==> src/verilog/arp_pkg.sv <==
package arp_pkg;

    // Address and header field types
    typedef logic [47:0] mac_t;
    typedef logic [31:0] ip_t;
    typedef logic [15:0] oper_t;

    // Header values checked on receive
    localparam logic [15:0] ETH_TYPE_ARP   = 16'h0806;
    localparam logic [15:0] HTYPE_ETHERNET = 16'h0001;
    localparam logic [15:0] PTYPE_IPV4     = 16'h0800;

    // ARP operations
    localparam oper_t OPER_REQUEST = 16'd1;
    localparam oper_t OPER_REPLY   = 16'd2;

    // Well known addresses
    localparam mac_t MAC_BROADCAST = 48'hffff_ffff_ffff;
    localparam mac_t MAC_ZERO      = 48'h0000_0000_0000;
    localparam ip_t  IP_BROADCAST  = 32'hffff_ffff;

    // Log2 of the number of cache entries
    localparam integer DEFAULT_CACHE_ADDRW = 8;

endpackage
==> src/verilog/arp_tx_frame_if.sv <==
`timescale 1ns/10ps

// One outgoing ARP frame, header constants are added downstream
interface arp_tx_frame_if;

    logic            valid;
    logic            ready;
    arp_pkg::mac_t   dest_mac;
    arp_pkg::oper_t  oper;
    arp_pkg::mac_t   tha;
    arp_pkg::ip_t    tpa;

    modport source (output valid, dest_mac, oper, tha, tpa, input ready);
    modport sink   (input valid, dest_mac, oper, tha, tpa, output ready);

endinterface

==> src/verilog/arp_tx_arbiter.sv <==
`timescale 1ns/10ps

module arp_tx_arbiter (
    input  logic            clk,
    input  logic            reset,
    input  logic            tx_ready,
    output logic            tx_valid,
    output arp_pkg::mac_t   tx_dest_mac,
    output arp_pkg::oper_t  tx_oper,
    output arp_pkg::mac_t   tx_tha,
    output arp_pkg::ip_t    tx_tpa,
    arp_tx_frame_if.sink    reply,
    arp_tx_frame_if.sink    request
);

    logic load;

    // Output register is free or drains this cycle
    assign load = !tx_valid || tx_ready;

    // Replies take priority over our own requests
    assign reply.ready   = load;
    assign request.ready = load && !reply.valid;

    always_ff @(posedge clk) begin
        if (reset) begin
            tx_valid <= 1'b0;
        end else if (load) begin
            tx_valid <= reply.valid || request.valid;
        end
        if (load && reply.valid) begin
            tx_dest_mac <= reply.dest_mac;
            tx_oper     <= reply.oper;
            tx_tha      <= reply.tha;
            tx_tpa      <= reply.tpa;
        end else if (load && request.valid) begin
            tx_dest_mac <= request.dest_mac;
            tx_oper     <= request.oper;
            tx_tha      <= request.tha;
            tx_tpa      <= request.tpa;
        end
    end

    tx_hold: assert property (@(posedge clk) disable iff (reset)
        tx_valid && !tx_ready |=> tx_valid && $stable(tx_dest_mac) && $stable(tx_oper) &&
        $stable(tx_tha) && $stable(tx_tpa));

endmodule

==> src/flat_wrapper.sv <==
// flat-port wrapper written by rule: the top's interface ports become plain ports
module arp_tx_arbiter_flat 
  (clk, reset, tx_ready, tx_valid, tx_dest_mac, tx_oper, tx_tha, tx_tpa, reply_valid, reply_dest_mac, reply_oper, reply_tha, reply_tpa, reply_ready, request_valid, request_dest_mac, request_oper, request_tha, request_tpa, request_ready);
  arp_tx_frame_if reply_i ();
  arp_tx_frame_if request_i ();
  input  logic clk;
  input  logic reset;
  input  logic tx_ready;
  output logic tx_valid;
  output arp_pkg::mac_t tx_dest_mac;
  output arp_pkg::oper_t tx_oper;
  output arp_pkg::mac_t tx_tha;
  output arp_pkg::ip_t tx_tpa;
  input wire logic [$bits(reply_i.valid)-1:0] reply_valid;
  input wire logic [$bits(reply_i.dest_mac)-1:0] reply_dest_mac;
  input wire logic [$bits(reply_i.oper)-1:0] reply_oper;
  input wire logic [$bits(reply_i.tha)-1:0] reply_tha;
  input wire logic [$bits(reply_i.tpa)-1:0] reply_tpa;
  output wire logic [$bits(reply_i.ready)-1:0] reply_ready;
  input wire logic [$bits(request_i.valid)-1:0] request_valid;
  input wire logic [$bits(request_i.dest_mac)-1:0] request_dest_mac;
  input wire logic [$bits(request_i.oper)-1:0] request_oper;
  input wire logic [$bits(request_i.tha)-1:0] request_tha;
  input wire logic [$bits(request_i.tpa)-1:0] request_tpa;
  output wire logic [$bits(request_i.ready)-1:0] request_ready;
  assign reply_i.valid = reply_valid;
  assign reply_i.dest_mac = reply_dest_mac;
  assign reply_i.oper = reply_oper;
  assign reply_i.tha = reply_tha;
  assign reply_i.tpa = reply_tpa;
  assign reply_ready = reply_i.ready;
  assign request_i.valid = request_valid;
  assign request_i.dest_mac = request_dest_mac;
  assign request_i.oper = request_oper;
  assign request_i.tha = request_tha;
  assign request_i.tpa = request_tpa;
  assign request_ready = request_i.ready;
  arp_tx_arbiter u_core (.clk(clk), .reset(reset), .tx_ready(tx_ready), .tx_valid(tx_valid), .tx_dest_mac(tx_dest_mac), .tx_oper(tx_oper), .tx_tha(tx_tha), .tx_tpa(tx_tpa), .reply(reply_i), .request(request_i));
endmodule
==> config.mk <==
export PLATFORM = sky130hd
export DESIGN_NAME = arp_tx_arbiter_flat
export DESIGN_NICKNAME = d
export VERILOG_FILES = /design/src/verilog/arp_pkg.sv /design/src/verilog/arp_tx_frame_if.sv /design/src/verilog/arp_tx_arbiter.sv /design/src/flat_wrapper.sv
export SDC_FILE = /design/constraint.sdc
export NUM_CORES = 1
export LEC_CHECK = 0
export BUFFER_PORTS_ARGS = -buffer_cell sky130_fd_sc_hd__clkbuf_2
export CORE_AREA = 4 4 169 171
export CTS_CLUSTER_DIAMETER = 150
export DETAILED_ROUTE_END_ITERATION = 10
export DIE_AREA = 0 0 173 175
export SLEW_MARGIN = 20
export SYNTH_ARGS = -nofsm -noshare
export SYNTH_HDL_FRONTEND = slang
export SYNTH_SLANG_ARGS = --single-unit
==> constraint.sdc <==
create_clock -name clk -period 11.47 [get_ports clk]
set_input_delay 1.147 -clock clk [delete_from_list [all_inputs] [get_ports clk]]
set_output_delay 1.147 -clock clk [all_outputs]
set_load 0.05 [all_outputs]
==> results by group <==
Setup path
  – Crit Path Category: in -> reg
  – Critical Path AT: between 3000 and 4000 ps
  – CP Capture Type: register
  – RR Endpoint: u_core.tx_dest_mac[39]
  – Type of origin of the critical path: input port
  – CP Max Fanout: between 80 and 90
  – Worst R2R Path Depth: 5
  – Register-to-register setup slack: 8760 ps
  – R2r startpoint: u_core.tx_valid
  – CP Data Required Time: approximately 12000 ps

STA
  – Fin crit period: 3184 ps
  – Worst-Margin Slew: ~1000 ps
  – Final Setup Violations: 0
  – Relative slew slack: 33.62%
  – Final Max Tran Viols: 0
  – Final hold vios: 0
  – Final worst path period share: approximately 28%
  – Fmax: roughly 310 MHz
  – Worst Skew: between 10 and 15 ps
  – RSZ-0062 raised after global routing: false
  – Aggregate negative setup slack: 0 ps

Synthesis
  – Register area share after synthesis: 68.09%
  – Ys Warns: 0
  – Top-count cell post-synth: edfxtp_1
  – Synth Cell Area: 6380 um2
  – Yosys top cell by area: edfxtp_1
  – Async SR Flop Fraction: 0%
  – Largest cells by area after synthesis: edfxtp_1, mux2_2, mux2_4, buf_8, buf_2
  – Synthesis-stage register bit count: ~150
  – EDFF count, synth: 144
  – Synth cell count leaders: edfxtp_1, mux2_2, mux2_4, buf_2, buf_8
  – Ys flop type: edfxtp_1
  – Synth top area share: 67.78%
  – Netlist cell types: 12
  – Mapped Cells: 311
  – Syn_nets: 604
  – Syn avg cell area: 20.51 um2

Layout
  – Syn-to-layout area delta: 48.26%
  – # diodes: 0
  – # nets final: 1050
  – Share of post-route cells with drive strength above 1: between 80% and 90%

Hold path
  – Hold Path Cell Cnt: 3
  – Hold Path Class: reg -> reg
  – Hold endpoint: u_core.tx_valid
  – Hold_sp: u_core.tx_valid

Clock tree
  – Clock tree buffer depth: 2
  – CTS Buf Count: 17
  – Clock-pin slew on the worst setup and hold paths: 60 ps
  – TritonCTS Sinks: 145
  – Clock Latency Late Sink: 420 ps
  – Hold buffers post-CTS: 0
  – Post-CTS Setup Inserts: 0
  – CTS H-tree lvls: 4
  – Root buffer cell: clkbuf_16
  – Post-CTS resize count: 0
  – CTS tree: built

Floorplan
  – Die Height: 175 um
  – I/O Pins: 440
  – Core Region: 26880 um2
  – Die area: a little over 30000 um2
  – Initial Util: about a quarter
  – Row count: 60
  – Chip Width: roughly 170 um

Run status
  – Outcome: complete, no violations

Routing
  – WL/cell: around 17 um
  – Via count: 4452
  – Detail-routed via count per cell: 4.007
  – Drt first pass iters: 4
  – # DRC: 0
  – DRC marker count from the first detailed-route iteration: roughly 150
  – Post-DRT Antenna Nets: 0
  – Final WL: around 19 mm

GRT
  – Aggregate global routing overflow: 0
  – GRT Overall Usage: between 10 and 15%
  – Vias in the first global route: 4924
  – Pin count of the biggest net entering global routing: 85
  – Antenna violations before repair: 0
  – First-pass GRT wire length: 28.15 mm

Place
  – Post-DP HPWL: approximately 15 mm
  – RD Place Congestion: ~0.75
  – Number of port buffers: 439

Power
  – Static Leakage: 4.408 nW
  – Power per cell area: 166.5 nW/um2
  – Peak supply drop: 0.07048 mV
  – Final Power: 1.575 mW

Flow run
  – Maxcap violations: 0
worst max path at each step:
stage | from | to | slack [ps] | depth (start not counted)
floorplan | request_valid | u_core.tx_dest_mac[0] | 3580 | 2
global placement | tx_ready | u_core.tx_tha[47] | 7860 | 6
detailed placement | tx_ready | u_core.tx_dest_mac[7] | 7840 | 6
CTS | tx_ready | u_core.tx_dest_mac[39] | 8280 | 6
global route | tx_ready | u_core.tx_dest_mac[39] | 8160 | 6
finish | tx_ready | u_core.tx_dest_mac[39] | 8290 | 6
layout by cell type, fill, tap and decap left out:
cell	count
clkbuf_16	17
inv_6	6
clkinvlp_4	4
nand2_8	1
clkbuf_2	439
a21oi_1	1
nor2_1	2
nor2_4	1
nor2b_4	1
mux2_2	84
clkbuf_1	1
inv_4	1
clkinv_1	2
dfxtp_1	1
clkinv_4	1
bufinv_16	1
edfxtp_1	144
buf_4	3
mux2_4	60
final cells by class:
class / count / area (um2)
clock inverter: 14 / 128.9
sequential: 145 / 4344
tap: 341 / 426.7
inverter: 1 / 6.256
clock buffer: 18 / 429.2
timing repair buffer: 442 / 2220
multi-input combinational: 150 / 1904
fill: 2648 / 17420
sequential cells by signal, indices dropped and copies added, names as in the netlist:
name                flops
u_core.tx_dest_mac     48
u_core.tx_valid         1
u_core.tx_tha          48
u_core.tx_tpa          32
u_core.tx_oper         16
kinds of logic after synthesis:
family	after synthesis	synth area share, %
DFF	145	68.09
muxes	144	28.95
buffers and inverters	16	2.314
and+or+nand+nor	5	0.5687
AOI/OAI and AO/OA	1	0.07837
metal layers:
metal  routed length, um  GRT usage [%]  vias up
met5                   0              0        -
met4                 244          3.725        0
met3                1731          4.868       16
met2                9967          21.85      270
met1                7146          13.12     2050
li1                    -              -     2116
power by group:
| group | internal (mW) | switching (mW) |
|---|---|---|
| Combinational | 0.120 | 0.256 |
| Sequential | 0.647 | 0.0137 |
| Clock | 0.302 | 0.235 |
worst max-delay path: stages:
cell	delay, ps
clkbuf_2	100
nor2b_4	180
inv_4	70
nand2_8	480
buf_4	880
mux2_2	420
stage by stage:
stage | worst slack [ps] | instance area, um2 | util [%] | std cells | hold WS (ps)
after global placement | 7857 | 8901 | 33.12 | 1079 | 627.3
final | 8286 | 9459 | 35.20 | 1111 | 633.7
after global routing | 8164 | 9459 | 35.20 | 1111 | 686.8
after detailed placement | 7836 | 8901 | 33.12 | 1079 | 628.9
after floorplan | 3584 | 6380 | - | 311 | 937.9
after CTS | 8279 | 9459 | 35.20 | 1111 | 638.1
No activity file was read; power rests on OpenSTA's default activity.
