--- src/verilog/arp_pkg.sv ---
package arp_pkg;

    // Address and header field types
    typedef logic [47:0] mac_t;
    typedef logic [31:0] ip_t;
    typedef logic [15:0] oper_t;

    // Header values checked on receive
    localparam logic [15:0] ETH_TYPE_ARP   = 16'h0806;
    localparam logic [15:0] HTYPE_ETHERNET = 16'h0001;
    localparam logic [15:0] PTYPE_IPV4     = 16'h0800;

    // ARP operations
    localparam oper_t OPER_REQUEST = 16'd1;
    localparam oper_t OPER_REPLY   = 16'd2;

    // Well known addresses
    localparam mac_t MAC_BROADCAST = 48'hffff_ffff_ffff;
    localparam mac_t MAC_ZERO      = 48'h0000_0000_0000;
    localparam ip_t  IP_BROADCAST  = 32'hffff_ffff;

    // Log2 of the number of cache entries
    localparam integer DEFAULT_CACHE_ADDRW = 8;

endpackage
--- src/verilog/arp_tx_frame_if.sv ---
`timescale 1ns/10ps

// One outgoing ARP frame, header constants are added downstream
interface arp_tx_frame_if;

    logic            valid;
    logic            ready;
    arp_pkg::mac_t   dest_mac;
    arp_pkg::oper_t  oper;
    arp_pkg::mac_t   tha;
    arp_pkg::ip_t    tpa;

    modport source (output valid, dest_mac, oper, tha, tpa, input ready);
    modport sink   (input valid, dest_mac, oper, tha, tpa, output ready);

endinterface

--- src/verilog/arp_rx_filter.sv ---
`timescale 1ns/10ps

module arp_rx_filter (
    input  logic            clk,
    input  logic            reset,
    input  arp_pkg::ip_t    local_ip,
    input  logic            rx_valid,
    input  logic [15:0]     rx_eth_type,
    input  arp_pkg::mac_t   rx_src_mac,
    input  logic [15:0]     rx_htype,
    input  logic [15:0]     rx_ptype,
    input  arp_pkg::oper_t  rx_oper,
    input  arp_pkg::mac_t   rx_sha,
    input  arp_pkg::ip_t    rx_spa,
    input  arp_pkg::ip_t    rx_tpa,
    output logic            rx_ready,
    output logic            write_valid,
    output arp_pkg::ip_t    write_ip,
    output arp_pkg::mac_t   write_mac,
    arp_tx_frame_if.source  reply
);

    logic accept;
    logic frame_ok;
    logic want_reply;
    logic reply_valid_n;

    assign accept   = rx_valid && rx_ready;
    assign frame_ok = (rx_eth_type == arp_pkg::ETH_TYPE_ARP) &&
                      (rx_htype == arp_pkg::HTYPE_ETHERNET) &&
                      (rx_ptype == arp_pkg::PTYPE_IPV4);

    // Only requests for our own address are answered
    assign want_reply = frame_ok && (rx_oper == arp_pkg::OPER_REQUEST) && (rx_tpa == local_ip);

    assign reply_valid_n = (reply.valid && !reply.ready) || (accept && want_reply);
    assign reply.oper    = arp_pkg::OPER_REPLY;

    always_ff @(posedge clk) begin
        if (reset) begin
            rx_ready    <= 1'b0;
            write_valid <= 1'b0;
            reply.valid <= 1'b0;
        end else begin
            // Stall the input while a reply waits for the arbiter
            rx_ready    <= !reply_valid_n;
            write_valid <= accept && frame_ok;
            reply.valid <= reply_valid_n;
        end
        if (accept) begin
            write_ip  <= rx_spa;
            write_mac <= rx_sha;
        end
        if (accept && want_reply) begin
            reply.dest_mac <= rx_src_mac;
            reply.tha      <= rx_sha;
            reply.tpa      <= rx_spa;
        end
    end

    reply_hold: assert property (@(posedge clk) disable iff (reset)
        reply.valid && !reply.ready |=> reply.valid && $stable(reply.dest_mac) &&
        $stable(reply.oper) && $stable(reply.tha) && $stable(reply.tpa));

endmodule

--- src/flat_wrapper.sv ---
// flat-port wrapper written by rule: the top's interface ports become plain ports
module arp_rx_filter_flat 
  (clk, reset, local_ip, rx_valid, rx_eth_type, rx_src_mac, rx_htype, rx_ptype, rx_oper, rx_sha, rx_spa, rx_tpa, rx_ready, write_valid, write_ip, write_mac, reply_valid, reply_dest_mac, reply_oper, reply_tha, reply_tpa, reply_ready);
  arp_tx_frame_if reply_i ();
  input  logic clk;
  input  logic reset;
  input  arp_pkg::ip_t local_ip;
  input  logic rx_valid;
  input  logic [15:0] rx_eth_type;
  input  arp_pkg::mac_t rx_src_mac;
  input  logic [15:0] rx_htype;
  input  logic [15:0] rx_ptype;
  input  arp_pkg::oper_t rx_oper;
  input  arp_pkg::mac_t rx_sha;
  input  arp_pkg::ip_t rx_spa;
  input  arp_pkg::ip_t rx_tpa;
  output logic rx_ready;
  output logic write_valid;
  output arp_pkg::ip_t write_ip;
  output arp_pkg::mac_t write_mac;
  output wire logic [$bits(reply_i.valid)-1:0] reply_valid;
  output wire logic [$bits(reply_i.dest_mac)-1:0] reply_dest_mac;
  output wire logic [$bits(reply_i.oper)-1:0] reply_oper;
  output wire logic [$bits(reply_i.tha)-1:0] reply_tha;
  output wire logic [$bits(reply_i.tpa)-1:0] reply_tpa;
  input wire logic [$bits(reply_i.ready)-1:0] reply_ready;
  assign reply_valid = reply_i.valid;
  assign reply_dest_mac = reply_i.dest_mac;
  assign reply_oper = reply_i.oper;
  assign reply_tha = reply_i.tha;
  assign reply_tpa = reply_i.tpa;
  assign reply_i.ready = reply_ready;
  arp_rx_filter u_core (.clk(clk), .reset(reset), .local_ip(local_ip), .rx_valid(rx_valid), .rx_eth_type(rx_eth_type), .rx_src_mac(rx_src_mac), .rx_htype(rx_htype), .rx_ptype(rx_ptype), .rx_oper(rx_oper), .rx_sha(rx_sha), .rx_spa(rx_spa), .rx_tpa(rx_tpa), .rx_ready(rx_ready), .write_valid(write_valid), .write_ip(write_ip), .write_mac(write_mac), .reply(reply_i));
endmodule
--- config.mk ---
export PLATFORM = sky130hd
export DESIGN_NAME = arp_rx_filter_flat
export DESIGN_NICKNAME = d
export VERILOG_FILES = /design/src/verilog/arp_pkg.sv /design/src/verilog/arp_tx_frame_if.sv /design/src/verilog/arp_rx_filter.sv /design/src/flat_wrapper.sv
export SDC_FILE = /design/constraint.sdc
export NUM_CORES = 1
export LEC_CHECK = 0
export BUFFER_PORTS_ARGS = -buffer_cell sky130_fd_sc_hd__buf_2
export CORE_AREA = 2 2 189 191
export DETAILED_ROUTE_END_ITERATION = 7
export DIE_AREA = 0 0 191 193
export MAX_ROUTING_LAYER = met4
export SYNTH_ARGS = -nofsm -noshare
export SYNTH_HDL_FRONTEND = slang
export SYNTH_SLANG_ARGS = --single-unit
--- constraint.sdc ---
create_clock -name clk -period 8.3 [get_ports clk]
set_input_delay 0.415 -clock clk [delete_from_list [all_inputs] [get_ports clk]]
set_output_delay 0.415 -clock clk [all_outputs]
set_load 0.005 [all_outputs]
==> summary.md, run 1 <==
| Metric | Value |
|---|---|
| Metal3 WL | `between 2000 and 2500 µm` |
| WHS Path Cells | `1` |
| Fin area | `~0.011 mm²` |
| Maxcap violations | `0` |
| H-tree levels | `1` |
| Slowest cell delay on critical path | `between 800 and 900 ps` |
| Setup Viol. Count Final | `0` |
| Final count of hold timing violations | `0` |
| Crit path buf inv count | `1` |
| Count leader, synth | `edfxtp_1` |
| DR vias/cell | `between 3 and 4` |
| I/O Buffers | `470` |
| Via count of the first global-routing pass | `between 4000 and 5000` |
| RSZ-0062 raised after global routing | `false` |
| First-pass GRT wire length | `about 30000 µm` |
| Met2 Routed Length | `about 12000 µm` |
| CP endpoint kind | `flop` |
| Largest net degree at the start of global routing | `72` |
| Post-CTS setup buffers | `0` |
| EDFF count, synth | `approximately 210` |
| Simple-gate share of the synthesized area | `under 10%` |
| CTS-repair resized insts | `0` |
| Register bit total from synthesis | `about 210` |
| Fin cells | `approximately 1300` |
| Drt first pass iters | `4` |
| Post-synth cell types | `18` |
| Async SR Flop Fraction | `0%` |
| # DRC | `0` |
| Sequential element share of the synthesized area | `approximately nine tenths` |
| Tcrit/Tclk final | `40.81%` |
| Beginning of the worst hold path | `rx_src_mac[44]` |
| R2R depth | `5` |
| Via count | `roughly 4700` |
| Crit Path Max Fanout | `between 70 and 80` |
| WHS | `about 76 ps` |
| CP Data Arrival Time | `3510 ps` |
| Total power | `approximately 2.3 mW` |
| Maximum vdd drop | `roughly 130 µV` |
| Area leader, netlist | `edfxtp_1` |
| Clock skew | `~15 ps` |
| CTS root buf | `clkbuf_16` |
| Starting DRC count in detailed routing | `a little under 200` |
| Relative slew slack | `approximately 37%` |
| Routability cong. | `roughly 0.79` |
| Hold Crit Class | `input pin to flop` |
| Die height | `between 150 and 200 µm` |
| Proportion of synthesized area in mux cells | `0%` |
| Synth Area in Compound Gates | `less than 1%` |
| Critical Path RT | `8420 ps` |
| Ys Warns | `0` |
| Synth Instances | `300` |
| Leading cell types by count after synthesis | `208 x edfxtp_1, 32 x xnor2_1, 16 x buf_4` |
| Status | `complete, no violations` |
| FF-to-FF End | `u_core.reply.tpa[9]$_DFFE_PP_` |
| Hold-fix buffers, CTS | `0` |
| Routed length per instance | `~18 µm` |
| Metal1 wirelength | `8033 µm` |
| Max-slew violations | `0` |
| Final HPWL DP | `between 15000 and 20000 µm` |
| # fillers | `approximately 3600` |
| Placed inst area | `just under 0.01 mm²` |
| Main combinational cell family by area after synthesis | `XOR/XNOR gates` |
| Setup TNS | `0 ps` |
| Least-Margin Pin Slew | `948.9 ps` |
| Clk Latency, worst-skew pair | `510 ps` |
| Delay-heaviest family, CP | `simple AND/OR/NAND/NOR gates` |
| Die area | `~0.037 mm²` |
| Synth area leaders | `edfxtp_1 89%, xnor2_1 4.0%, buf_4 1.7%` |
| WHS Endpoint | `u_core.reply.dest_mac[44]$_DFFE_PP_` |
| Clk buf depth | `3` |
| Final wirelength | `~23000 µm` |
| Post-Syn Area | `between 0.007 and 0.008 mm²` |
| Reg2reg start | `u_core.rx_ready$_SDFF_PP0_` |
| Fmax | `around 300 MHz` |
| Gr usage total | `a little under an eighth` |
| CP max-delay cell | `buf_4` |
| Fraction of layout cells with a size suffix above 1 | `between 60% and 70%` |
| Cells along the critical path | `and2_4 > nand2_1 > nor4_2 > and4_4 > buf_4` |
| Num rows | `69` |
| CTS buffer count | `22` |
| Minimum clock period | `approximately 3400 ps` |
| CP Class | `flop to flop` |
| Leak Pwr | `~4.3 nW` |
| Prevailing post-synth register cell | `edfxtp_1` |
| Placed cell count | `1231` |
| Initial antenna violation count | `6` |
| Mean Syn Cell Area | `around 23 µm²` |
| Die width | `roughly 190 µm` |
| I/O Pins | `between 400 and 500` |
| Antenna-violating nets left | `0` |
| Clk sinks | `between 200 and 250` |
| Crit start category | `flop` |
| Top Metal Used | `met4` |
| Clock transition at path regs | `60 ps` |
| P per Cell Area | `about 210 mW/mm²` |
| Yosys top cell area share | `89.19%` |
| Area growth, synth to finish | `51.21%` |
| CTS tree | `yes` |
| Total gr overflow | `0` |
| Adder-Cell Fraction of Synth Area | `0%` |
| R2R setup slack | `~4900 ps` |
| # nets final | `about 1100` |
| XOR/XNOR Fraction of Synth Area | `4.002%` |
| Initial core utilization | `20.03%` |
| Core Area | `0.03496 mm²` |
-- per-stage QoR --
| stage | worst slack (ps) | utilization (%) |
|---|---|---|
| 2_1_floorplan | 3980 | - |
| 3_3_place_gp | 4514 | 28.26 |
| 3_5_place_dp | 4547 | 28.26 |
| 4_1_cts | 4672 | 30.24 |
| 5_1_grt | 4598 | 30.28 |
| 6_report | 4912 | 30.28 |
-- cells in the final DEF, fill, tap and decap left out, types with 2 or more instances in the layout --
cell          n
nand4_1      11
edfxtp_1    208
clkinvlp_4    2
conb_1       16
diode_2       6
nor4_2        5
nor2b_1       2
buf_2       470
nor4_1        8
nor4b_1       4
buf_4         2
clkinv_1      4
clkbuf_1      3
xnor2_1      32
clkbuf_16    23
dfxtp_1       3
clkinv_2      5
nor3_1        2
-- final cells by class --
type / instances / area [µm²] / area share (%)
sequential: 211 / 6306 / 59.55
timing repair buffer: 472 / 2367 / 22.36
multi-input combinational: 87 / 631.9 / 5.967
clock buffer: 26 / 586.8 / 5.542
tap: 461 / 576.8 / 5.447
clock inverter: 14 / 105.1 / 0.9926
antenna: 6 / 15.01 / 0.1418
-- logic make-up after synthesis --
family / count (synthesis)
buf+inv: 16
simple gates: 38
other cells: 2
xor+xnor: 32
flops: 211
compound gates: 1
-- sequential cells by signal, indices dropped and copies added (netlist names) --
name	cells
u_core.write_mac	48
u_core.reply.tha	48
u_core.reply.valid	1
u_core.reply.tpa	32
u_core.write_valid	1
u_core.write_ip	32
u_core.rx_ready	1
u_core.reply.dest_mac	48
-- metal layers --
metal | global-route usage, % | vias up
met1 | 11.63 | 2219
li1 | - | 2159
met3 | 3.529 | 30
met5 | - | -
met2 | 21.29 | 319
met4 | 3.608 | 0
-- worst register-to-register path: stages (launching register included) --
cell     delay [ps]
dfxtp_1         400
and2_4          460
nand2_1         130
nor4_2          280
and4_4          790
buf_4           830
-- how the worst max path moves through the flow --
stage	from	end	slack [ps]	depth (start not counted)
floorplan	rx_valid	u_core.reply.dest_mac[0]$_DFFE_PP_	3980	4
global placement	rx_ptype[8]	u_core.reply.tha[27]$_DFFE_PP_	4510	6
detailed placement	rx_ptype[8]	u_core.reply.dest_mac[40]$_DFFE_PP_	4550	6
CTS	u_core.rx_ready$_SDFF_PP0_	u_core.reply.dest_mac[41]$_DFFE_PP_	4670	5
global route	u_core.rx_ready$_SDFF_PP0_	u_core.reply.tpa[9]$_DFFE_PP_	4600	5
finish	u_core.rx_ready$_SDFF_PP0_	u_core.reply.tpa[9]$_DFFE_PP_	4910	5
-- power by group --
group          total (mW)  switching, mW  internal (mW)
registers            1.19        0.00421           1.19
logic               0.123         0.0573         0.0659
clock network       0.936          0.396          0.539
No activity file was read; power rests on OpenSTA's default activity.
==> inputs of run 2 (changes only) <==
CORE_AREA = 2 2 188 190   (was 2 2 189 191)
DIE_AREA = 0 0 190 192   (was 0 0 191 193)
clock period = 3 ns   (was 8.3 ns; I/O delays follow)
==> summary.md, run 2 (same netlist as run 1, synthesis figures left out) <==
| Metric | Value |
|---|---|
| Core Area | `0.03429 mm² (-1.9%)` |
| Die area | `0.03648 mm² (-1.0%)` |
| Die height | `192 µm (-0.52%)` |
| I/O Pins | `487 (unchanged)` |
| Clk buf depth | `3 (unchanged)` |
| FF-to-FF End | `u_core.rx_ready$_SDFF_PP0_` |
| DR vias/cell | `3.738 (+0.99%)` |
| WHS Endpoint | `u_core.write_valid$_SDFF_PP0_` |
| Hold Crit Class | `input pin to flop` |
| I/O Buffers | `470 (unchanged)` |
| CTS root buf | `clkbuf_16` |
| Post-CTS setup buffers | `0 (unchanged)` |
| Setup TNS | `0 ps (unchanged)` |
| RSZ-0062 raised after global routing | `false` |
| Crit start category | `flop` |
| Tcrit/Tclk final | `79.39% (+39 points)` |
| CP endpoint kind | `flop` |
| Maximum vdd drop | `290.8 µV (+120%)` |
| Routability cong. | `0.8401 (+6.4%)` |
| Largest net degree at the start of global routing | `54 (-25%)` |
| Max-slew violations | `0 (unchanged)` |
| # DRC | `0 (unchanged)` |
| Initial antenna violation count | `5 (-1)` |
| Clk sinks | `211 (unchanged)` |
| Final wirelength | `24980 µm (+10%)` |
| Antenna-violating nets left | `0 (unchanged)` |
| Critical Path RT | `3390 ps (-5030 ps)` |
| CP max-delay cell | `dlygate4sd3_1` |
| Relative slew slack | `48.92% (+12 points)` |
| Via count of the first global-routing pass | `5284 (+13%)` |
| First-pass GRT wire length | `32730 µm (+11%)` |
| R2R setup slack | `620 ps (-4290 ps)` |
| Most common cell after layout, fill and taps aside | `buf_2` |
| Clock transition at path regs | `60 ps (about the same)` |
| Fraction of layout cells with a size suffix above 1 | `54.29% (-8.9 points)` |
| WHS Path Cells | `5 (+4)` |
| CTS-repair resized insts | `0 (unchanged)` |
| Crit Path Max Fanout | `13 (-82%)` |
| Via count | `5241 (+11%)` |
| Least-Margin Pin Slew | `755.6 ps (-193.3 ps)` |
| Total gr overflow | `0 (unchanged)` |
| CTS buffer count | `22 (unchanged)` |
| CP Class | `flop to flop` |
| Gr usage total | `12.79% (+1.3 points)` |
| Pre-CTS setup slack | `424.5 ps (-4122 ps)` |
| Die width | `190 µm (-0.52%)` |
| Final HPWL DP | `19020 µm (+5.0%)` |
| Slowest cell delay on critical path | `550 ps (-280 ps)` |
| R2R depth | `7 (+2)` |
| Reg2reg start | `u_core.rx_ready$_SDFF_PP0_` |
| Most frequent cells in the layout | `470 x buf_2, 208 x edfxtp_1, 131 x dlygate4sd3_1` |
| Cells along the critical path | `and2_4 > nand2_1 > nor4_2 > and4_4 > buf_4 > nor3_1 > dlygate4sd3_1` |
| Leak Pwr | `4.857 nW (+13%)` |
| CTS tree | `yes` |
| P per Cell Area | `530.4 mW/mm² (+150%)` |
| Setup Viol. Count Final | `0 (unchanged)` |
| Final count of hold timing violations | `0 (unchanged)` |
| Biggest regs | `u_core.reply.dest_mac: 48 flops, u_core.reply.tha: 48 flops, u_core.write_mac: 48 flops` |
| H-tree levels | `1 (unchanged)` |
| Delay-heaviest family, CP | `simple AND/OR/NAND/NOR gates` |
| Initial core utilization | `20.42% (+0.40 points)` |
| Starting DRC count in detailed routing | `159 (-20%)` |
| # nets final | `1191 (+13%)` |
| Routed length per instance | `17.82 µm (+0.41%)` |
| Fin cells | `1402 (+9.8%)` |
| Num rows | `68 (-1.4%)` |
| Clock skew | `18.57 ps (+3.438 ps)` |
| PnR worst setup slack | `618.2 ps (-4294 ps)` |
| Beginning of the worst hold path | `rx_ptype[9]` |
| Placed cell count | `1231 (unchanged)` |
| Drt first pass iters | `4 (unchanged)` |
| Maxcap violations | `0 (unchanged)` |
| Status | `complete, no violations` |
| Fmax | `419.9 MHz (+42%)` |
| Crit path buf inv count | `2 (+1)` |
| Area growth, synth to finish | `70.36%` |
| CP Data Arrival Time | `2780 ps (-730 ps)` |
| Clk Latency, worst-skew pair | `500 ps (about the same)` |
| Minimum clock period | `2382 ps (-1006 ps)` |
==> run 2: final cells by class <==
class                           instances  area, µm²
Fill cell                            3337      22360
Sequential cell                       211       6306
Timing Repair Buffer                  609       3749
Multi-Input combinational cell         87      631.9
Clock buffer                           27      590.6
Tap cell                              455      569.3
Clock inverter                          9      73.82
Antenna cell                            4      10.01
==> run 2: stage by stage <==
step	power, mW	hold slack [ps]	area, µm²	utilization (%)
2_1_floorplan	3.458	221.6	7058	-
3_3_place_gp	3.718	326.7	9945	29.00
3_5_place_dp	3.726	328.2	9945	29.00
4_1_cts	6.440	93.26	11920	34.77
5_1_grt	6.583	123.5	11930	34.79
6_report	6.327	112.8	11930	34.79
==> run 2: layer usage <==
| metal | wire length [µm] | global-route usage [%] | vias to the layer above |
|---|---|---|---|
| met4 | 657 | 4.621 | 0 |
| met5 | 0 | - | - |
| met1 | 8617 | 12.53 | 2451 |
| met3 | 1986 | 2.923 | 39 |
| li1 | - | - | 2426 |
| met2 | 13720 | 24.52 | 325 |
==> run 2: worst max path at each step <==
stage	startpoint	cells after the start	to	slack [ps]
2_1_floorplan	u_core.rx_ready$_SDFF_PP0_	4	u_core.reply.dest_mac[0]$_DFFE_PP_	70
3_3_place_gp	rx_eth_type[5]	6	u_core.reply.tha[0]$_DFFE_PP_	410
3_5_place_dp	rx_eth_type[5]	6	u_core.reply.tpa[20]$_DFFE_PP_	420
4_1_cts	u_core.rx_ready$_SDFF_PP0_	7	u_core.rx_ready$_SDFF_PP0_	560
5_1_grt	u_core.rx_ready$_SDFF_PP0_	7	u_core.rx_ready$_SDFF_PP0_	450
6_report	u_core.rx_ready$_SDFF_PP0_	7	u_core.rx_ready$_SDFF_PP0_	620
==> run 2: worst register-to-register path, cell delays in order, from the launching register on <==
cell,delay (ps)
dfxtp_1,390
and2_4,170
nand2_1,90
nor4_2,300
and4_4,450
buf_4,250
nor3_1,70
dlygate4sd3_1,550
==> run 2: timing repair <==
action | 4_1_cts | 5_1_grt
endpoints found under the hold margin | 211 | 0
hold buffers | 131 | 0
endpoints found under the setup margin | 0 | 0
==> run 2: where the power goes <==
group	total, mW	leakage [nW]	internal [mW]	switching [mW]
combinational	0.487	2.61	0.295	0.193
clock	2.53	0.319	1.47	1.06
sequential	3.31	1.93	3.29	0.0121
total	6.33	4.86	5.06	1.26
