[src/verilog/arp_pkg.sv]
package arp_pkg;

    // Address and header field types
    typedef logic [47:0] mac_t;
    typedef logic [31:0] ip_t;
    typedef logic [15:0] oper_t;

    // Header values checked on receive
    localparam logic [15:0] ETH_TYPE_ARP   = 16'h0806;
    localparam logic [15:0] HTYPE_ETHERNET = 16'h0001;
    localparam logic [15:0] PTYPE_IPV4     = 16'h0800;

    // ARP operations
    localparam oper_t OPER_REQUEST = 16'd1;
    localparam oper_t OPER_REPLY   = 16'd2;

    // Well known addresses
    localparam mac_t MAC_BROADCAST = 48'hffff_ffff_ffff;
    localparam mac_t MAC_ZERO      = 48'h0000_0000_0000;
    localparam ip_t  IP_BROADCAST  = 32'hffff_ffff;

    // Log2 of the number of cache entries
    localparam integer DEFAULT_CACHE_ADDRW = 8;

endpackage
[src/verilog/arp_cache_if.sv]
`timescale 1ns/10ps

// Cache lookup, response follows the query by exactly one cycle
interface arp_cache_if;

    logic            query_valid;
    arp_pkg::ip_t    query_ip;
    logic            rsp_valid;
    logic            rsp_hit;
    arp_pkg::mac_t   rsp_mac;

    modport requester (output query_valid, query_ip, input rsp_valid, rsp_hit, rsp_mac);
    modport cache     (input query_valid, query_ip, output rsp_valid, rsp_hit, rsp_mac);

endinterface

[src/verilog/arp_tx_frame_if.sv]
`timescale 1ns/10ps

// One outgoing ARP frame, header constants are added downstream
interface arp_tx_frame_if;

    logic            valid;
    logic            ready;
    arp_pkg::mac_t   dest_mac;
    arp_pkg::oper_t  oper;
    arp_pkg::mac_t   tha;
    arp_pkg::ip_t    tpa;

    modport source (output valid, dest_mac, oper, tha, tpa, input ready);
    modport sink   (input valid, dest_mac, oper, tha, tpa, output ready);

endinterface

[src/verilog/arp_resolver.sv]
`timescale 1ns/10ps

module arp_resolver #(
    parameter int REQ_RET_CNT = 4,
    parameter int REQ_RET_INT = 250_000_000,
    parameter int REQ_TIMEOUT = 1_250_000_000
) (
    input  logic            clk,
    input  logic            reset,
    input  arp_pkg::ip_t    gateway_ip,
    input  arp_pkg::ip_t    subnet_mask,
    input  logic            req_valid,
    input  arp_pkg::ip_t    req_ip,
    input  logic            rsp_ready,
    output logic            req_ready,
    output logic            rsp_valid,
    output logic            rsp_err,
    output arp_pkg::mac_t   rsp_mac,
    arp_cache_if.requester  query,
    arp_tx_frame_if.source  request
);

    localparam int TIMER_MAX  = (REQ_RET_INT > REQ_TIMEOUT) ? REQ_RET_INT : REQ_TIMEOUT;
    localparam int TIMER_W    = $clog2(TIMER_MAX + 1);
    localparam int RETRY_W    = $clog2(REQ_RET_CNT + 1);
    // A single attempt goes straight to the final timeout
    localparam int FIRST_WAIT = (REQ_RET_CNT > 1) ? REQ_RET_INT : REQ_TIMEOUT;

    typedef enum logic [1:0] {
        ST_IDLE,
        ST_LOOKUP,
        ST_WAIT,
        ST_RESP
    } state_t;

    state_t              state;
    state_t              state_n;
    arp_pkg::ip_t        target_ip;
    arp_pkg::ip_t        target_ip_n;
    logic [RETRY_W-1:0]  retry_cnt;
    logic [RETRY_W-1:0]  retry_cnt_n;
    logic [TIMER_W-1:0]  timer;
    logic [TIMER_W-1:0]  timer_n;
    logic                frame_valid;
    logic                frame_valid_n;
    logic                rsp_err_n;
    arp_pkg::mac_t       rsp_mac_n;
    logic                on_subnet;
    logic                is_bcast;

    // Limited broadcast, or all host bits set inside our subnet
    assign on_subnet = ((req_ip ^ gateway_ip) & subnet_mask) == '0;
    assign is_bcast  = (req_ip == arp_pkg::IP_BROADCAST) ||
                       (on_subnet && ((req_ip | subnet_mask) == arp_pkg::IP_BROADCAST));

    assign rsp_valid         = (state == ST_RESP);
    assign query.query_valid = (state == ST_LOOKUP) || (state == ST_WAIT);
    assign query.query_ip    = target_ip;

    // Broadcast request frame for the current target
    assign request.valid    = frame_valid;
    assign request.dest_mac = arp_pkg::MAC_BROADCAST;
    assign request.oper     = arp_pkg::OPER_REQUEST;
    assign request.tha      = arp_pkg::MAC_ZERO;
    assign request.tpa      = target_ip;

    always_comb begin
        state_n       = state;
        target_ip_n   = target_ip;
        retry_cnt_n   = retry_cnt;
        timer_n       = timer;
        frame_valid_n = frame_valid && !request.ready;
        rsp_err_n     = rsp_err;
        rsp_mac_n     = rsp_mac;
        case (state)
            ST_IDLE: begin
                if (req_valid && req_ready) begin
                    if (is_bcast) begin
                        state_n   = ST_RESP;
                        rsp_err_n = 1'b0;
                        rsp_mac_n = arp_pkg::MAC_BROADCAST;
                    end else begin
                        // Off-subnet hosts resolve through the gateway
                        state_n     = ST_LOOKUP;
                        target_ip_n = on_subnet ? req_ip : gateway_ip;
                    end
                end
            end
            ST_LOOKUP: begin
                if (query.rsp_valid && query.rsp_hit) begin
                    state_n   = ST_RESP;
                    rsp_err_n = 1'b0;
                    rsp_mac_n = query.rsp_mac;
                end else if (query.rsp_valid) begin
                    state_n       = ST_WAIT;
                    frame_valid_n = 1'b1;
                    retry_cnt_n   = RETRY_W'(REQ_RET_CNT - 1);
                    timer_n       = TIMER_W'(FIRST_WAIT);
                end
            end
            ST_WAIT: begin
                if (query.rsp_valid && query.rsp_hit) begin
                    state_n   = ST_RESP;
                    rsp_err_n = 1'b0;
                    rsp_mac_n = query.rsp_mac;
                end else if (timer == '0) begin
                    if (retry_cnt != '0) begin
                        frame_valid_n = 1'b1;
                        retry_cnt_n   = retry_cnt - 1'b1;
                        timer_n       = (retry_cnt > 1) ? TIMER_W'(REQ_RET_INT)
                                                        : TIMER_W'(REQ_TIMEOUT);
                    end else begin
                        state_n   = ST_RESP;
                        rsp_err_n = 1'b1;
                        rsp_mac_n = arp_pkg::MAC_ZERO;
                    end
                end else begin
                    timer_n = timer - 1'b1;
                end
            end
            ST_RESP: begin
                if (rsp_ready) begin
                    state_n = ST_IDLE;
                end
            end
            default: begin
                state_n = ST_IDLE;
            end
        endcase
    end

    always_ff @(posedge clk) begin
        if (reset) begin
            state       <= ST_IDLE;
            frame_valid <= 1'b0;
            req_ready   <= 1'b0;
            retry_cnt   <= '0;
            timer       <= '0;
        end else begin
            state       <= state_n;
            frame_valid <= frame_valid_n;
            // New target only once the last request frame has left
            req_ready   <= (state_n == ST_IDLE) && !frame_valid_n;
            retry_cnt   <= retry_cnt_n;
            timer       <= timer_n;
        end
        target_ip <= target_ip_n;
        rsp_err   <= rsp_err_n;
        rsp_mac   <= rsp_mac_n;
    end

    rsp_hold: assert property (@(posedge clk) disable iff (reset)
        rsp_valid && !rsp_ready |=> rsp_valid && $stable(rsp_err) && $stable(rsp_mac));

    ready_excl: assert property (@(posedge clk) disable iff (reset)
        !(req_ready && rsp_valid));

endmodule

[src/flat_wrapper.sv]
// flat-port wrapper written by rule: the top's interface ports become plain ports
module arp_resolver_flat 
#(
    parameter int REQ_RET_CNT = 4,
    parameter int REQ_RET_INT = 250_000_000,
    parameter int REQ_TIMEOUT = 1_250_000_000
)
  (clk, reset, gateway_ip, subnet_mask, req_valid, req_ip, rsp_ready, req_ready, rsp_valid, rsp_err, rsp_mac, query_query_valid, query_query_ip, query_rsp_valid, query_rsp_hit, query_rsp_mac, request_valid, request_dest_mac, request_oper, request_tha, request_tpa, request_ready);
  arp_cache_if query_i ();
  arp_tx_frame_if request_i ();
  input  logic clk;
  input  logic reset;
  input  arp_pkg::ip_t gateway_ip;
  input  arp_pkg::ip_t subnet_mask;
  input  logic req_valid;
  input  arp_pkg::ip_t req_ip;
  input  logic rsp_ready;
  output logic req_ready;
  output logic rsp_valid;
  output logic rsp_err;
  output arp_pkg::mac_t rsp_mac;
  output wire logic [$bits(query_i.query_valid)-1:0] query_query_valid;
  output wire logic [$bits(query_i.query_ip)-1:0] query_query_ip;
  input wire logic [$bits(query_i.rsp_valid)-1:0] query_rsp_valid;
  input wire logic [$bits(query_i.rsp_hit)-1:0] query_rsp_hit;
  input wire logic [$bits(query_i.rsp_mac)-1:0] query_rsp_mac;
  output wire logic [$bits(request_i.valid)-1:0] request_valid;
  output wire logic [$bits(request_i.dest_mac)-1:0] request_dest_mac;
  output wire logic [$bits(request_i.oper)-1:0] request_oper;
  output wire logic [$bits(request_i.tha)-1:0] request_tha;
  output wire logic [$bits(request_i.tpa)-1:0] request_tpa;
  input wire logic [$bits(request_i.ready)-1:0] request_ready;
  assign query_query_valid = query_i.query_valid;
  assign query_query_ip = query_i.query_ip;
  assign query_i.rsp_valid = query_rsp_valid;
  assign query_i.rsp_hit = query_rsp_hit;
  assign query_i.rsp_mac = query_rsp_mac;
  assign request_valid = request_i.valid;
  assign request_dest_mac = request_i.dest_mac;
  assign request_oper = request_i.oper;
  assign request_tha = request_i.tha;
  assign request_tpa = request_i.tpa;
  assign request_i.ready = request_ready;
  arp_resolver #(.REQ_RET_CNT(REQ_RET_CNT), .REQ_RET_INT(REQ_RET_INT), .REQ_TIMEOUT(REQ_TIMEOUT)) u_core (.clk(clk), .reset(reset), .gateway_ip(gateway_ip), .subnet_mask(subnet_mask), .req_valid(req_valid), .req_ip(req_ip), .rsp_ready(rsp_ready), .req_ready(req_ready), .rsp_valid(rsp_valid), .rsp_err(rsp_err), .rsp_mac(rsp_mac), .query(query_i), .request(request_i));
endmodule
[config.mk]
export PLATFORM = sky130hd
export DESIGN_NAME = arp_resolver_flat
export DESIGN_NICKNAME = d
export VERILOG_FILES = /design/src/verilog/arp_pkg.sv /design/src/verilog/arp_cache_if.sv /design/src/verilog/arp_tx_frame_if.sv /design/src/verilog/arp_resolver.sv /design/src/flat_wrapper.sv
export SDC_FILE = /design/constraint.sdc
export NUM_CORES = 1
export LEC_CHECK = 0
export BUFFER_PORTS_ARGS = -buffer_cell sky130_fd_sc_hd__buf_2
export CORE_AREA = 2 2 179 181
export CTS_BUF_LIST = sky130_fd_sc_hd__clkbuf_2 sky130_fd_sc_hd__clkbuf_4 sky130_fd_sc_hd__clkbuf_8
export DETAILED_ROUTE_END_ITERATION = 8
export DIE_AREA = 0 0 181 183
export GPL_TIMING_DRIVEN = 0
export PLACE_DENSITY = 0.49
export REMOVE_ABC_BUFFERS = 1
export SLEW_MARGIN = 20
export SYNTH_ARGS = -nofsm -noshare
export SYNTH_HDL_FRONTEND = slang
export SYNTH_SLANG_ARGS = --single-unit
[constraint.sdc]
create_clock -name clk -period 18.15 [get_ports clk]
set_input_delay 1.815 -clock clk [delete_from_list [all_inputs] [get_ports clk]]
set_output_delay 1.815 -clock clk [all_outputs]
set_load 0.01 [all_outputs]
==> parameters.txt, run 1 <==
Parameter                              Value

Worst setup path
  Critical path data arrival time ... 4560 ps
  Sort of element at the start of the critical path ... input pin
  Biggest fanout along the worst timing path ... 11
  Worst Setup End Kind ... flip-flop
  Category of the most critical setup path ... input pin to flip-flop
  Required time of the worst setup path ... 18320 ps

CTS
  CTS Hold Buffers Added ... 0
  Library cell used as clock root buffer ... clkbuf_8
  H-tree depth reported by CTS ... 4
  Post-CTS setup-driven buffer insertion count ... 0
  Number of gates resized after CTS ... 0
  Clock buffer depth ... 2
  Number of clock sinks ... 119
  Reg clk slew, reported paths ... 80 ps
  Clock buffer count from CTS ... 17
  CTS tree ... built
  Worst-Skew Late Latency ... 450 ps

Layout
  Relative area change from synthesis to final layout ... 22.0%
  Highest-count cells in the layout ignoring fill and taps ... 267 x buf_2, 113 x nand2_1, 112 x conb_1
  Layout cell share with drive strength beyond 1 ... 36.2%
  Count of non-filler cells in the finished layout ... 1397
  FF/Latch Area ... 3190 µm²
  Combined area of the multi-input logic cells ... 3360 µm²
  Final Instance Area ... 9010 µm²
  Fill cell count ... 3386
  Final design utilization ... 28.9%
  Most frequent standard cell in the layout excluding fill and tap cells ... buf_2
  Nets@finish ... 1142

Synthesis
  Portion of the post-synthesis area used by sequential elements ... 43.2%
  Count of mapped cells out of synthesis ... 753
  Most used DFF post-synth ... edfxtp_1
  Avg Inst Size Synth ... 9.81 µm²
  Netlist area before placement ... 7380 µm²
  Number of distinct standard cells referenced by the synthesized netlist ... 62
  Flops & latches, synth ... 119
  Count of synthesis-stage warnings from yosys ... 0
  Number of flops mapped to enable cells by yosys ... 81
  Proportion of register bits with asynchronous set or reset after synthesis ... 0%

Worst hold path
  Worst min-delay path class ... flip-flop to flip-flop

Floorplan
  Overall die area ... 33100 µm²
  Core Region ... 31200 µm²
  Count of standard-cell rows ... 65
  Floorplan die width ... 181 µm
  Effective utilization at floorplan ... 23.6%
  Number of ports placed on the die boundary ... 380
  Die height ... 183 µm

Route
  Number of remaining DRC errors ... 0
  Detailed Route Iter0 Violations ... 446
  Detailed-route wire length per cell ... 16.0 µm
  Via-per-instance ratio ... 4.41
  Total number of vias ... 6166
  Number of antenna-violating nets in the routed design ... 0
  Iteration count of the initial detailed-routing pass ... 5
  WL final ... 22400 µm

STA
  Worst hold-check slack ... 493 ps
  RSZ-0062 raised after global routing ... false
  Min cycle time layout ... 4400 ps
  Maximum clock rate ... 0.227 GHz
  Number of setup violations in the final report ... 0
  Worst-case clock skew ... 12.8 ps
  Summed negative setup slack over all endpoints ... 0 ps
  Fin. max-slew vios ... 0
  Worst slew pin tran ... 1100 ps
  Final period utilization ... 24.2%
  Final Hold Vio Count ... 0
  Relative slew slack ... 26.5%

Pwr
  Leakage power summed over all cells ... 3.67 nW
  Worst IR Drop VDD ... 0.0000741 V
  Power density relative to cell area ... 138 nW/µm²

Job
  # Max-Cap Violations ... 0

Run status
  Outcome ... completed

Place
  Count of port buffers added during placement ... 267
  Final HPWL DP ... 17200 µm
  Instance area after placement ... 8570 µm²
  RePlAce Congestion ... 0.822
  # placed instances ... 1364

Global route
  First-pass GRT wire length ... 33400 µm
  Via count of the first global-routing pass ... 5683
  Largest net degree at the start of global routing ... 33
  Overall overflow remaining after global route ... 0
  Number of antenna violations at the first check in global routing ... 1
  Total routing resource utilization after global routing ... 13.0%
-- critical path: stages --
cell and delay [ps]:
buf_2 140, xor2_1 150, a22oi_1 310, nand4_1 210
nor4_4 630, a21oi_1 230, a211oi_4 650, buf_6 240
buf_6 170
-- worst paths after layout --
path / start / depth (start not counted) / to / slack [ps]
setup reg to reg: u_core.timer[2]$_SDFFE_PP0P_ / 6 / u_core.timer[18]$_SDFFE_PP0P_ / 14290
hold / removal: u_core.timer[3]$_SDFFE_PP0P_ / 2 / u_core.timer[3]$_SDFFE_PP0P_ / 490
hold reg to reg: u_core.timer[3]$_SDFFE_PP0P_ / 2 / u_core.timer[3]$_SDFFE_PP0P_ / 490
setup / recovery: req_ip[10] / 9 / u_core.rsp_mac[15]$_DFFE_PP_ / 13750
-- per-stage QoR --
stage          worst slack (ps)  power, mW
2_1_floorplan              9480      0.763
3_3_place_gp               5740      0.957
3_5_place_dp              13220      0.977
4_1_cts                   13710       1.26
5_1_grt                   13620       1.33
6_report                  13750       1.25
-- area by class of cell --
type / instances / area share, %
clock buffers: 18 / 2.68
diodes: 1 / 0.0278
inverters: 13 / 0.542
multi-input cells: 554 / 37.2
flip-flops and latches: 119 / 35.4
well taps: 402 / 5.58
repair buffers: 276 / 16.3
clock inverters: 14 / 2.18
-- layer usage --
layer	routed length (µm)	GRT usage [%]
met1	9780	16.7
met2	10400	21.4
met3	1760	3.46
met4	413	3.93
met5	0	0
-- synthesized netlist by cell type, drive strengths merged, types with 7 or more instances --
master | n | area share, %
nor4 | 14 | 1.9
o21ai | 16 | 1.3
a21oi | 29 | 2.0
o22ai | 17 | 1.4
clkbuf | 17 | 0.86
nand2 | 114 | 5.8
dfxtp | 38 | 10
ha | 10 | 1.7
o2111ai | 7 | 0.83
buf | 160 | 16
inv | 12 | 0.61
or4 | 7 | 0.71
mux2 | 33 | 5.0
nor2 | 28 | 1.4
nor3 | 16 | 1.2
nand3 | 9 | 0.61
a22oi | 16 | 1.6
edfxtp | 81 | 33
nand4 | 22 | 1.9
xor2 | 40 | 4.7
-- flip-flops by register name, summed over array words and instances, names as in the netlist --
register               count
u_core.query.query_ip     32
u_core.req_ready           1
u_core.request.valid       1
u_core.retry_cnt           3
u_core.rsp_err             1
u_core.rsp_mac            48
u_core.state               2
u_core.timer              31
-- kinds of logic after synthesis --
family / share of synthesized area, %
xor gates and xnor gates: 4.98
adders and majority gates: 1.69
muxes: 5.03
buffers and inverters: 17.5
other: 0.102
DFF: 43.2
and+or+nand+nor: 15.5
AOI/OAI and AO/OA: 12.0
-- power breakdown --
part           internal (mW)  switching, mW
Sequential             0.386         0.0371
Combinational          0.183          0.364
Clock                  0.152          0.124
Note: power is estimated with default switching activity, not from simulation.
==> inputs of run 2 (changes only) <==
--- a/config.mk
+++ b/config.mk
@@ -11,7 +11,7 @@
 export DETAILED_ROUTE_END_ITERATION = 8
 export DIE_AREA = 0 0 181 183
 export GPL_TIMING_DRIVEN = 0
-export PLACE_DENSITY = 0.49
+export PLACE_DENSITY = 0.51
 export REMOVE_ABC_BUFFERS = 1
 export SLEW_MARGIN = 20
 export SYNTH_ARGS = -nofsm -noshare
==> constraint.sdc (replaced) <==
create_clock -name clk -period 3.9 [get_ports clk]
set_input_delay 0.39 -clock clk [delete_from_list [all_inputs] [get_ports clk]]
set_output_delay 0.39 -clock clk [all_outputs]
set_load 0.01 [all_outputs]
==> run 2 against run 1 <==
Compared with the run above:
- register-to-register slack got worse by 14000 ps
- via count grew 0.11%
- wire length decreased by 2.9%
- cell count is essentially flat
- global-route usage down 0.38 points
- critical path depth decreased by 3
- power rose to 4.7 times the previous value
- clock skew is essentially flat
- first-iteration DRC count fell by 23%
- non-clock buffer count unchanged
- utilization rose by 0.12 points
- clock-buffer cell count rose by 1
- critical endpoint is now u_core.timer[21]$_SDFFE_PP0P_
==> parameters.txt, run 2 (synthesis gave the netlist of run 1 again) <==
Parameter                              Value

Pwr
  Worst IR Drop VDD ... 0.000232 V (+210%)
  Combinational share of power ... 43.8% (about the same)
  Internal power ... 3.39 mW (+370%)
  Portion of total power attributed to sequential cells ... 33.9% (about the same)
  Power density relative to cell area ... 641 nW/µm² (+360%)
  Leakage power summed over all cells ... 3.68 nW (+0.54%)
  Psw ... 2.41 mW (+360%)
  Switching Share ... 41.5% (-0.61 points)
  Fraction of power consumed by the clock network ... 22.2% (about the same)

Global route
  Via count of the first global-routing pass ... 5505 (-3.1%)
  Total routing resource utilization after global routing ... 12.6% (-0.38 points)
  Overall overflow remaining after global route ... 0 (unchanged)
  First-pass GRT wire length ... 32300 µm (-3.3%)
  Number of antenna violations at the first check in global routing ... 1 (unchanged)
  Largest net degree at the start of global routing ... 33 (unchanged)

Floorplan
  Die height ... 183 µm (unchanged)
  Number of ports placed on the die boundary ... 380 (unchanged)
  Effective utilization at floorplan ... 23.6% (unchanged)
  Overall die area ... 33100 µm² (unchanged)
  Floorplan die width ... 181 µm (unchanged)
  Core Region ... 31200 µm² (unchanged)
  Count of standard-cell rows ... 65 (unchanged)

Layout
  Largest register by flop count ... u_core.rsp_mac
  Fill cell count ... 3341 (-1.3%)
  Final Instance Area ... 9050 µm² (+0.40%)
  Layout cell share with drive strength beyond 1 ... 36.4% (+0.20 points)
  Highest-count cells in the layout ignoring fill and taps ... 267 x buf_2, 113 x nand2_1, 112 x conb_1
  FF/Latch Area ... 3190 µm² (unchanged)
  Antenna cells ... 0 (-1)
  Relative area change from synthesis to final layout ... 22.5%
  Most frequent standard cell in the layout excluding fill and tap cells ... buf_2
  Number of flip-flops in the largest register ... 48 (unchanged)
  Nets@finish ... 1142 (unchanged)
  Combined area of the multi-input logic cells ... 3370 µm² (+0.34%)

Route
  Number of remaining DRC errors ... 0 (unchanged)
  Iteration count of the initial detailed-routing pass ... 5 (unchanged)
  Detailed Route Iter0 Violations ... 345 (-23%)
  WL final ... 21800 µm (-2.9%)
  Number of antenna-violating nets in the routed design ... 0 (unchanged)
  Total number of vias ... 6173 (+0.11%)
  Via-per-instance ratio ... 4.42 (+0.19%)
  Detailed-route wire length per cell ... 15.6 µm (-2.8%)

STA
  Final Hold Vio Count ... 0 (unchanged)
  Final period utilization ... 94.5%
  Number of setup violations in the final report ... 0 (unchanged)
  Relative slew slack ... 31.7% (+5.2 points)
  RSZ-0062 raised after global routing ... false
  Worst-case clock skew ... 12.6 ps (-0.190 ps)
  Min cycle time layout ... 3690 ps
  Worst slew pin tran ... 1020 ps (-78.0 ps)
  Worst hold-check slack ... 206 ps (-287 ps)
  Maximum clock rate ... 0.271 GHz
  Fin. max-slew vios ... 0 (unchanged)

CTS
  Number of gates resized after CTS ... 0 (unchanged)
  Worst-Skew Late Latency ... 450 ps (about the same)
  Clock buffer count from CTS ... 17 (unchanged)
  Reg clk slew, reported paths ... 80 ps (about the same)
  Number of clock sinks ... 119 (unchanged)
  CTS tree ... built
  Clock buffer depth ... 2 (unchanged)
  H-tree depth reported by CTS ... 4 (unchanged)
  Post-CTS setup-driven buffer insertion count ... 0 (unchanged)
  Library cell used as clock root buffer ... clkbuf_8
  CTS Hold Buffers Added ... 0 (unchanged)

Worst hold path
  Worst min-delay path class ... input pin to flip-flop
  Source of the worst hold timing path ... query_rsp_mac[23]

Worst setup path
  Biggest fanout along the worst timing path ... 23 (+12)
  Required time of the worst setup path ... 4240 ps (-14080 ps)
  Beginning of the worst register-to-register path ... u_core.timer[2]$_SDFFE_PP0P_
  Worst Setup End Kind ... flip-flop
  Category of the most critical setup path ... flip-flop to flip-flop
  Critical path origin ... u_core.timer[2]$_SDFFE_PP0P_
  Sort of element at the start of the critical path ... flip-flop
  Critical path data arrival time ... 4020 ps (-540 ps)

Place
  Count of port buffers added during placement ... 267 (unchanged)
  Final HPWL DP ... 16800 µm (-2.7%)
  Instance area after placement ... 8580 µm² (+0.13%)
  RePlAce Congestion ... 0.849 (+3.3%)

Job
  # Max-Cap Violations ... 0 (unchanged)

Run status
  Outcome ... completed
[run 2: power groups by stage]
stage               clock network (mW)  registers (mW)  logic, mW
detailed placement                   0            2.00       2.52
global placement                     0            2.03       2.37
global route                      1.38            2.01       2.81
CTS                               1.33            1.97       2.53
finish                            1.29            1.97       2.54
floorplan                            0            2.14       1.41
[run 2: critical path, stage by stage, from the launching register on]
cell     delay, ps
dfxtp_1        350
nor3_1         390
nand4_1        500
or4_1         1100
o21ai_4        660
nor2_1         270
a32o_1         270
[run 2: worst paths after layout]
check,slack (ps),end,depth (start not counted)
max reg2reg,210,u_core.timer[21]$_SDFFE_PP0P_,6
max,210,u_core.timer[21]$_SDFFE_PP0P_,6
min,210,u_core.rsp_mac[23]$_DFFE_PP_,3
min reg2reg,500,u_core.timer[3]$_SDFFE_PP0P_,2
[run 2: cell type report]
type / count / share of cell area (%)
repair buffers: 276 / 16.4
well taps: 402 / 5.56
multi-input cells: 554 / 37.2
clock buffers: 19 / 2.89
clock inverters: 13 / 2.13
inverters: 13 / 0.539
flip-flops and latches: 119 / 35.3
[run 2: stage by stage]
| step | utilization [%] | setup slack, ps | std cells | setup TNS (ps) | power, mW |
|---|---|---|---|---|---|
| floorplan | - | -3350 | 686 | -164070 | 3.55 |
| global placement | 26.9 | -6880 | 1355 | -405510 | 4.41 |
| detailed placement | 27.5 | 43.3 | 1364 | 0 | 4.52 |
| CTS | 28.9 | 9.38 | 1396 | 0 | 5.83 |
| global route | 29.0 | 11.6 | 1396 | 0 | 6.20 |
| finish | 29.0 | 213 | 1396 | 0 | 5.80 |
[run 2: layer usage]
layer / global-route usage [%] / routed length (µm) / vias up
li1: - / - / 2915
met4: 3.64 / 293 / 2
met3: 3.49 / 1680 / 22
met2: 20.1 / 10200 / 300
met1: 16.8 / 9560 / 2934
met5: 0 / 12 / -
==> inputs of run 3 (changes only) <==
--- a/config.mk
+++ b/config.mk
@@ -12,7 +12,6 @@
 export DIE_AREA = 0 0 181 183
 export GPL_TIMING_DRIVEN = 0
 export PLACE_DENSITY = 0.51
-export REMOVE_ABC_BUFFERS = 1
 export SLEW_MARGIN = 20
 export SYNTH_ARGS = -nofsm -noshare
 export SYNTH_HDL_FRONTEND = slang
==> run 3 against run 2 <==
Compared with the run above:
- critical path depth grew 3
- clock-buffer cell count grew 2
- combinational power up 11%
- largest cell class unchanged
- design area increased by 12%
- clock power is 11% lower
==> parameters.txt, run 3 (synthesis gave the netlist of run 1 again) <==
Parameter                              Value

Run status
  Outcome ... completed

STA
  Final period utilization ... 94.4% (-0.16 points)
  Worst-case clock skew ... 8.20 ps (-4.38 ps)
  Fin. max-slew vios ... 0 (unchanged)
  Worst hold-check slack ... 211 ps (+5.26 ps)
  Setup ws final ... 219 ps (+6.05 ps)
  RSZ-0062 raised after global routing ... false
  Min cycle time layout ... 3680 ps (-6.05 ps)
  Final Hold Vio Count ... 0 (unchanged)
  Relative slew slack ... 35.1% (+3.4 points)
  Maximum clock rate ... 0.272 GHz (+0.16%)
  Worst slew pin tran ... 966 ps (-59.0 ps)
  Number of setup violations in the final report ... 0 (unchanged)
  Summed negative setup slack over all endpoints ... 0 ps (unchanged)

Route
  Number of remaining DRC errors ... 0 (unchanged)
  Via-per-instance ratio ... 4.33 (-2.0%)
  Detailed-route wire length per cell ... 15.8 µm (+1.4%)
  Detailed route wirelength on metal3 ... 1960 µm (+17%)
  Met2 wire len ... 12400 µm (+21%)
  Post-route met1 wirelength ... 9830 µm (+2.9%)
  Total number of vias ... 6801 (+10%)
  WL final ... 24800 µm (+14%)
  Number of antenna-violating nets in the routed design ... 0 (unchanged)
  Iteration count of the initial detailed-routing pass ... 8 (+3)
  Top layer used by detailed routing ... met4
  Detailed Route Iter0 Violations ... 568 (+65%)

Worst setup path
  Category of the most critical setup path ... flip-flop to flip-flop
  Required time of the worst setup path ... 4060 ps (-180 ps)
  Slowest stage cell on the critical path ... nor4_2
  Worst Setup End Kind ... flip-flop
  Biggest fanout along the worst timing path ... 12 (-48%)
  Critical path data arrival time ... 3840 ps (-180 ps)
  Sum of buffers and inverters on the critical path ... 4 (+4)
  List of cells traversed by the critical path ... nor3_1 > nand4_1 > buf_2 > nor4_2 > buf_2 > nand3b_1 > a211oi_4 > buf_6 > buf_8
  Sort of element at the start of the critical path ... flip-flop
  Largest stage delay on the critical path ... 670 ps (-430 ps)
  Kind of cell adding the most delay to the critical path ... simple AND/OR/NAND/NOR gates
  Cell mode on critical path ... buf_2

Global route
  Number of antenna violations at the first check in global routing ... 3 (+2)
  Total routing resource utilization after global routing ... 14.4% (+1.7 points)
  Overall overflow remaining after global route ... 0 (unchanged)
  First-pass GRT wire length ... 36500 µm (+13%)
  Largest net degree at the start of global routing ... 33 (unchanged)
  Via count of the first global-routing pass ... 6356 (+15%)

Layout
  Most frequent standard cell in the layout excluding fill and tap cells ... buf_2
  Largest register by flop count ... u_core.rsp_mac
  Number of flip-flops in the largest register ... 48 (unchanged)
  Nets@finish ... 1314 (+15%)
  Final Instance Area ... 10100 µm² (+12%)
  Highest-count cells in the layout ignoring fill and taps ... 276 x buf_2, 145 x buf_4, 113 x nand2_1
  Fill cell count ... 3321 (-0.60%)
  Relative area change from synthesis to final layout ... 36.8%
  Count of non-filler cells in the finished layout ... 1570 (+12%)
  Layout cell share with drive strength beyond 1 ... 43.8% (+7.4 points)
  Final design utilization ... 32.4% (+3.4 points)

Place
  # placed instances ... 1536 (+13%)
  Pre-CTS setup slack ... -149 ps (-192 ps)
  Final HPWL DP ... 19600 µm (+17%)
  RePlAce Congestion ... 0.922 (+8.6%)
  Count of port buffers added during placement ... 267 (unchanged)
  Instance area after placement ... 9700 µm² (+13%)

Floorplan
  Die height ... 183 µm (unchanged)
  Effective utilization at floorplan ... 23.6% (unchanged)
  Floorplan die width ... 181 µm (unchanged)
  Overall die area ... 33100 µm² (unchanged)
  Count of standard-cell rows ... 65 (unchanged)
  Number of ports placed on the die boundary ... 380 (unchanged)
  Core Region ... 31200 µm² (unchanged)

CTS
  Clock buffer count from CTS ... 17 (unchanged)
  Worst-Skew Late Latency ... 450 ps (about the same)
  CTS tree ... built
  Reg clk slew, reported paths ... 80 ps (about the same)
  Clock buffer depth ... 2 (unchanged)
  Number of gates resized after CTS ... 0 (unchanged)
  Post-CTS setup-driven buffer insertion count ... 0 (unchanged)
  H-tree depth reported by CTS ... 4 (unchanged)
  CTS Hold Buffers Added ... 0 (unchanged)
  Number of clock sinks ... 119 (unchanged)
  Library cell used as clock root buffer ... clkbuf_8

Pwr
  Power density relative to cell area ... 588 nW/µm² (-8.3%)
  Final Total Pwr ... 5.94 mW (+2.4%)
  Worst IR Drop VDD ... 0.000265 V (+14%)
  Leakage power summed over all cells ... 4.39 nW (+19%)

Worst hold path
  Worst min-delay path class ... input pin to flip-flop

Job
  # Max-Cap Violations ... 0 (unchanged)
==> run 3: area by class of cell <==
cell class,count,area [µm²],share of cell area [%]
multi-input combinational,554,3320,32.9
inverter,13,48.8,0.483
clock buffer,21,277,2.74
tap,402,503,4.98
timing repair buffer,271,1390,13.7
antenna,2,5.00,0.0495
sequential,119,3190,31.6
clock inverter,11,121,1.20
buffer,177,1240,12.3
==> run 3: worst paths after layout <==
kind | start | to | slack (ps) | depth (start not counted)
worst max register to register | u_core.timer[2]$_SDFFE_PP0P_ | u_core.rsp_mac[38]$_DFFE_PP_ | 220 | 9
worst min-delay path | query_rsp_mac[7] | u_core.rsp_mac[7]$_DFFE_PP_ | 210 | 3
worst min register to register | u_core.timer[3]$_SDFFE_PP0P_ | u_core.timer[3]$_SDFFE_PP0P_ | 490 | 2
worst max-delay path | u_core.timer[2]$_SDFFE_PP0P_ | u_core.rsp_mac[38]$_DFFE_PP_ | 220 | 9
==> run 3: worst reg2reg max path, cell delays in order (launching register included) <==
cell	delay [ps]
dfxtp_1	350
nor3_1	360
nand4_1	200
buf_2	230
nor4_2	670
buf_2	380
nand3b_1	160
a211oi_4	620
buf_6	250
buf_8	160
==> run 3: per-layer routing <==
metal  global-route usage, %  up-vias
met5                       0        -
met2                    25.2      353
met4                    5.63        0
met3                    3.93       46
met1                    16.7     3145
li1                        -     3257
==> run 3: report_power, final <==
part	internal (mW)	total, mW	switching [mW]
Sequential	1.80	1.96	0.162
Combinational	1.01	2.82	1.81
Clock	0.617	1.15	0.538
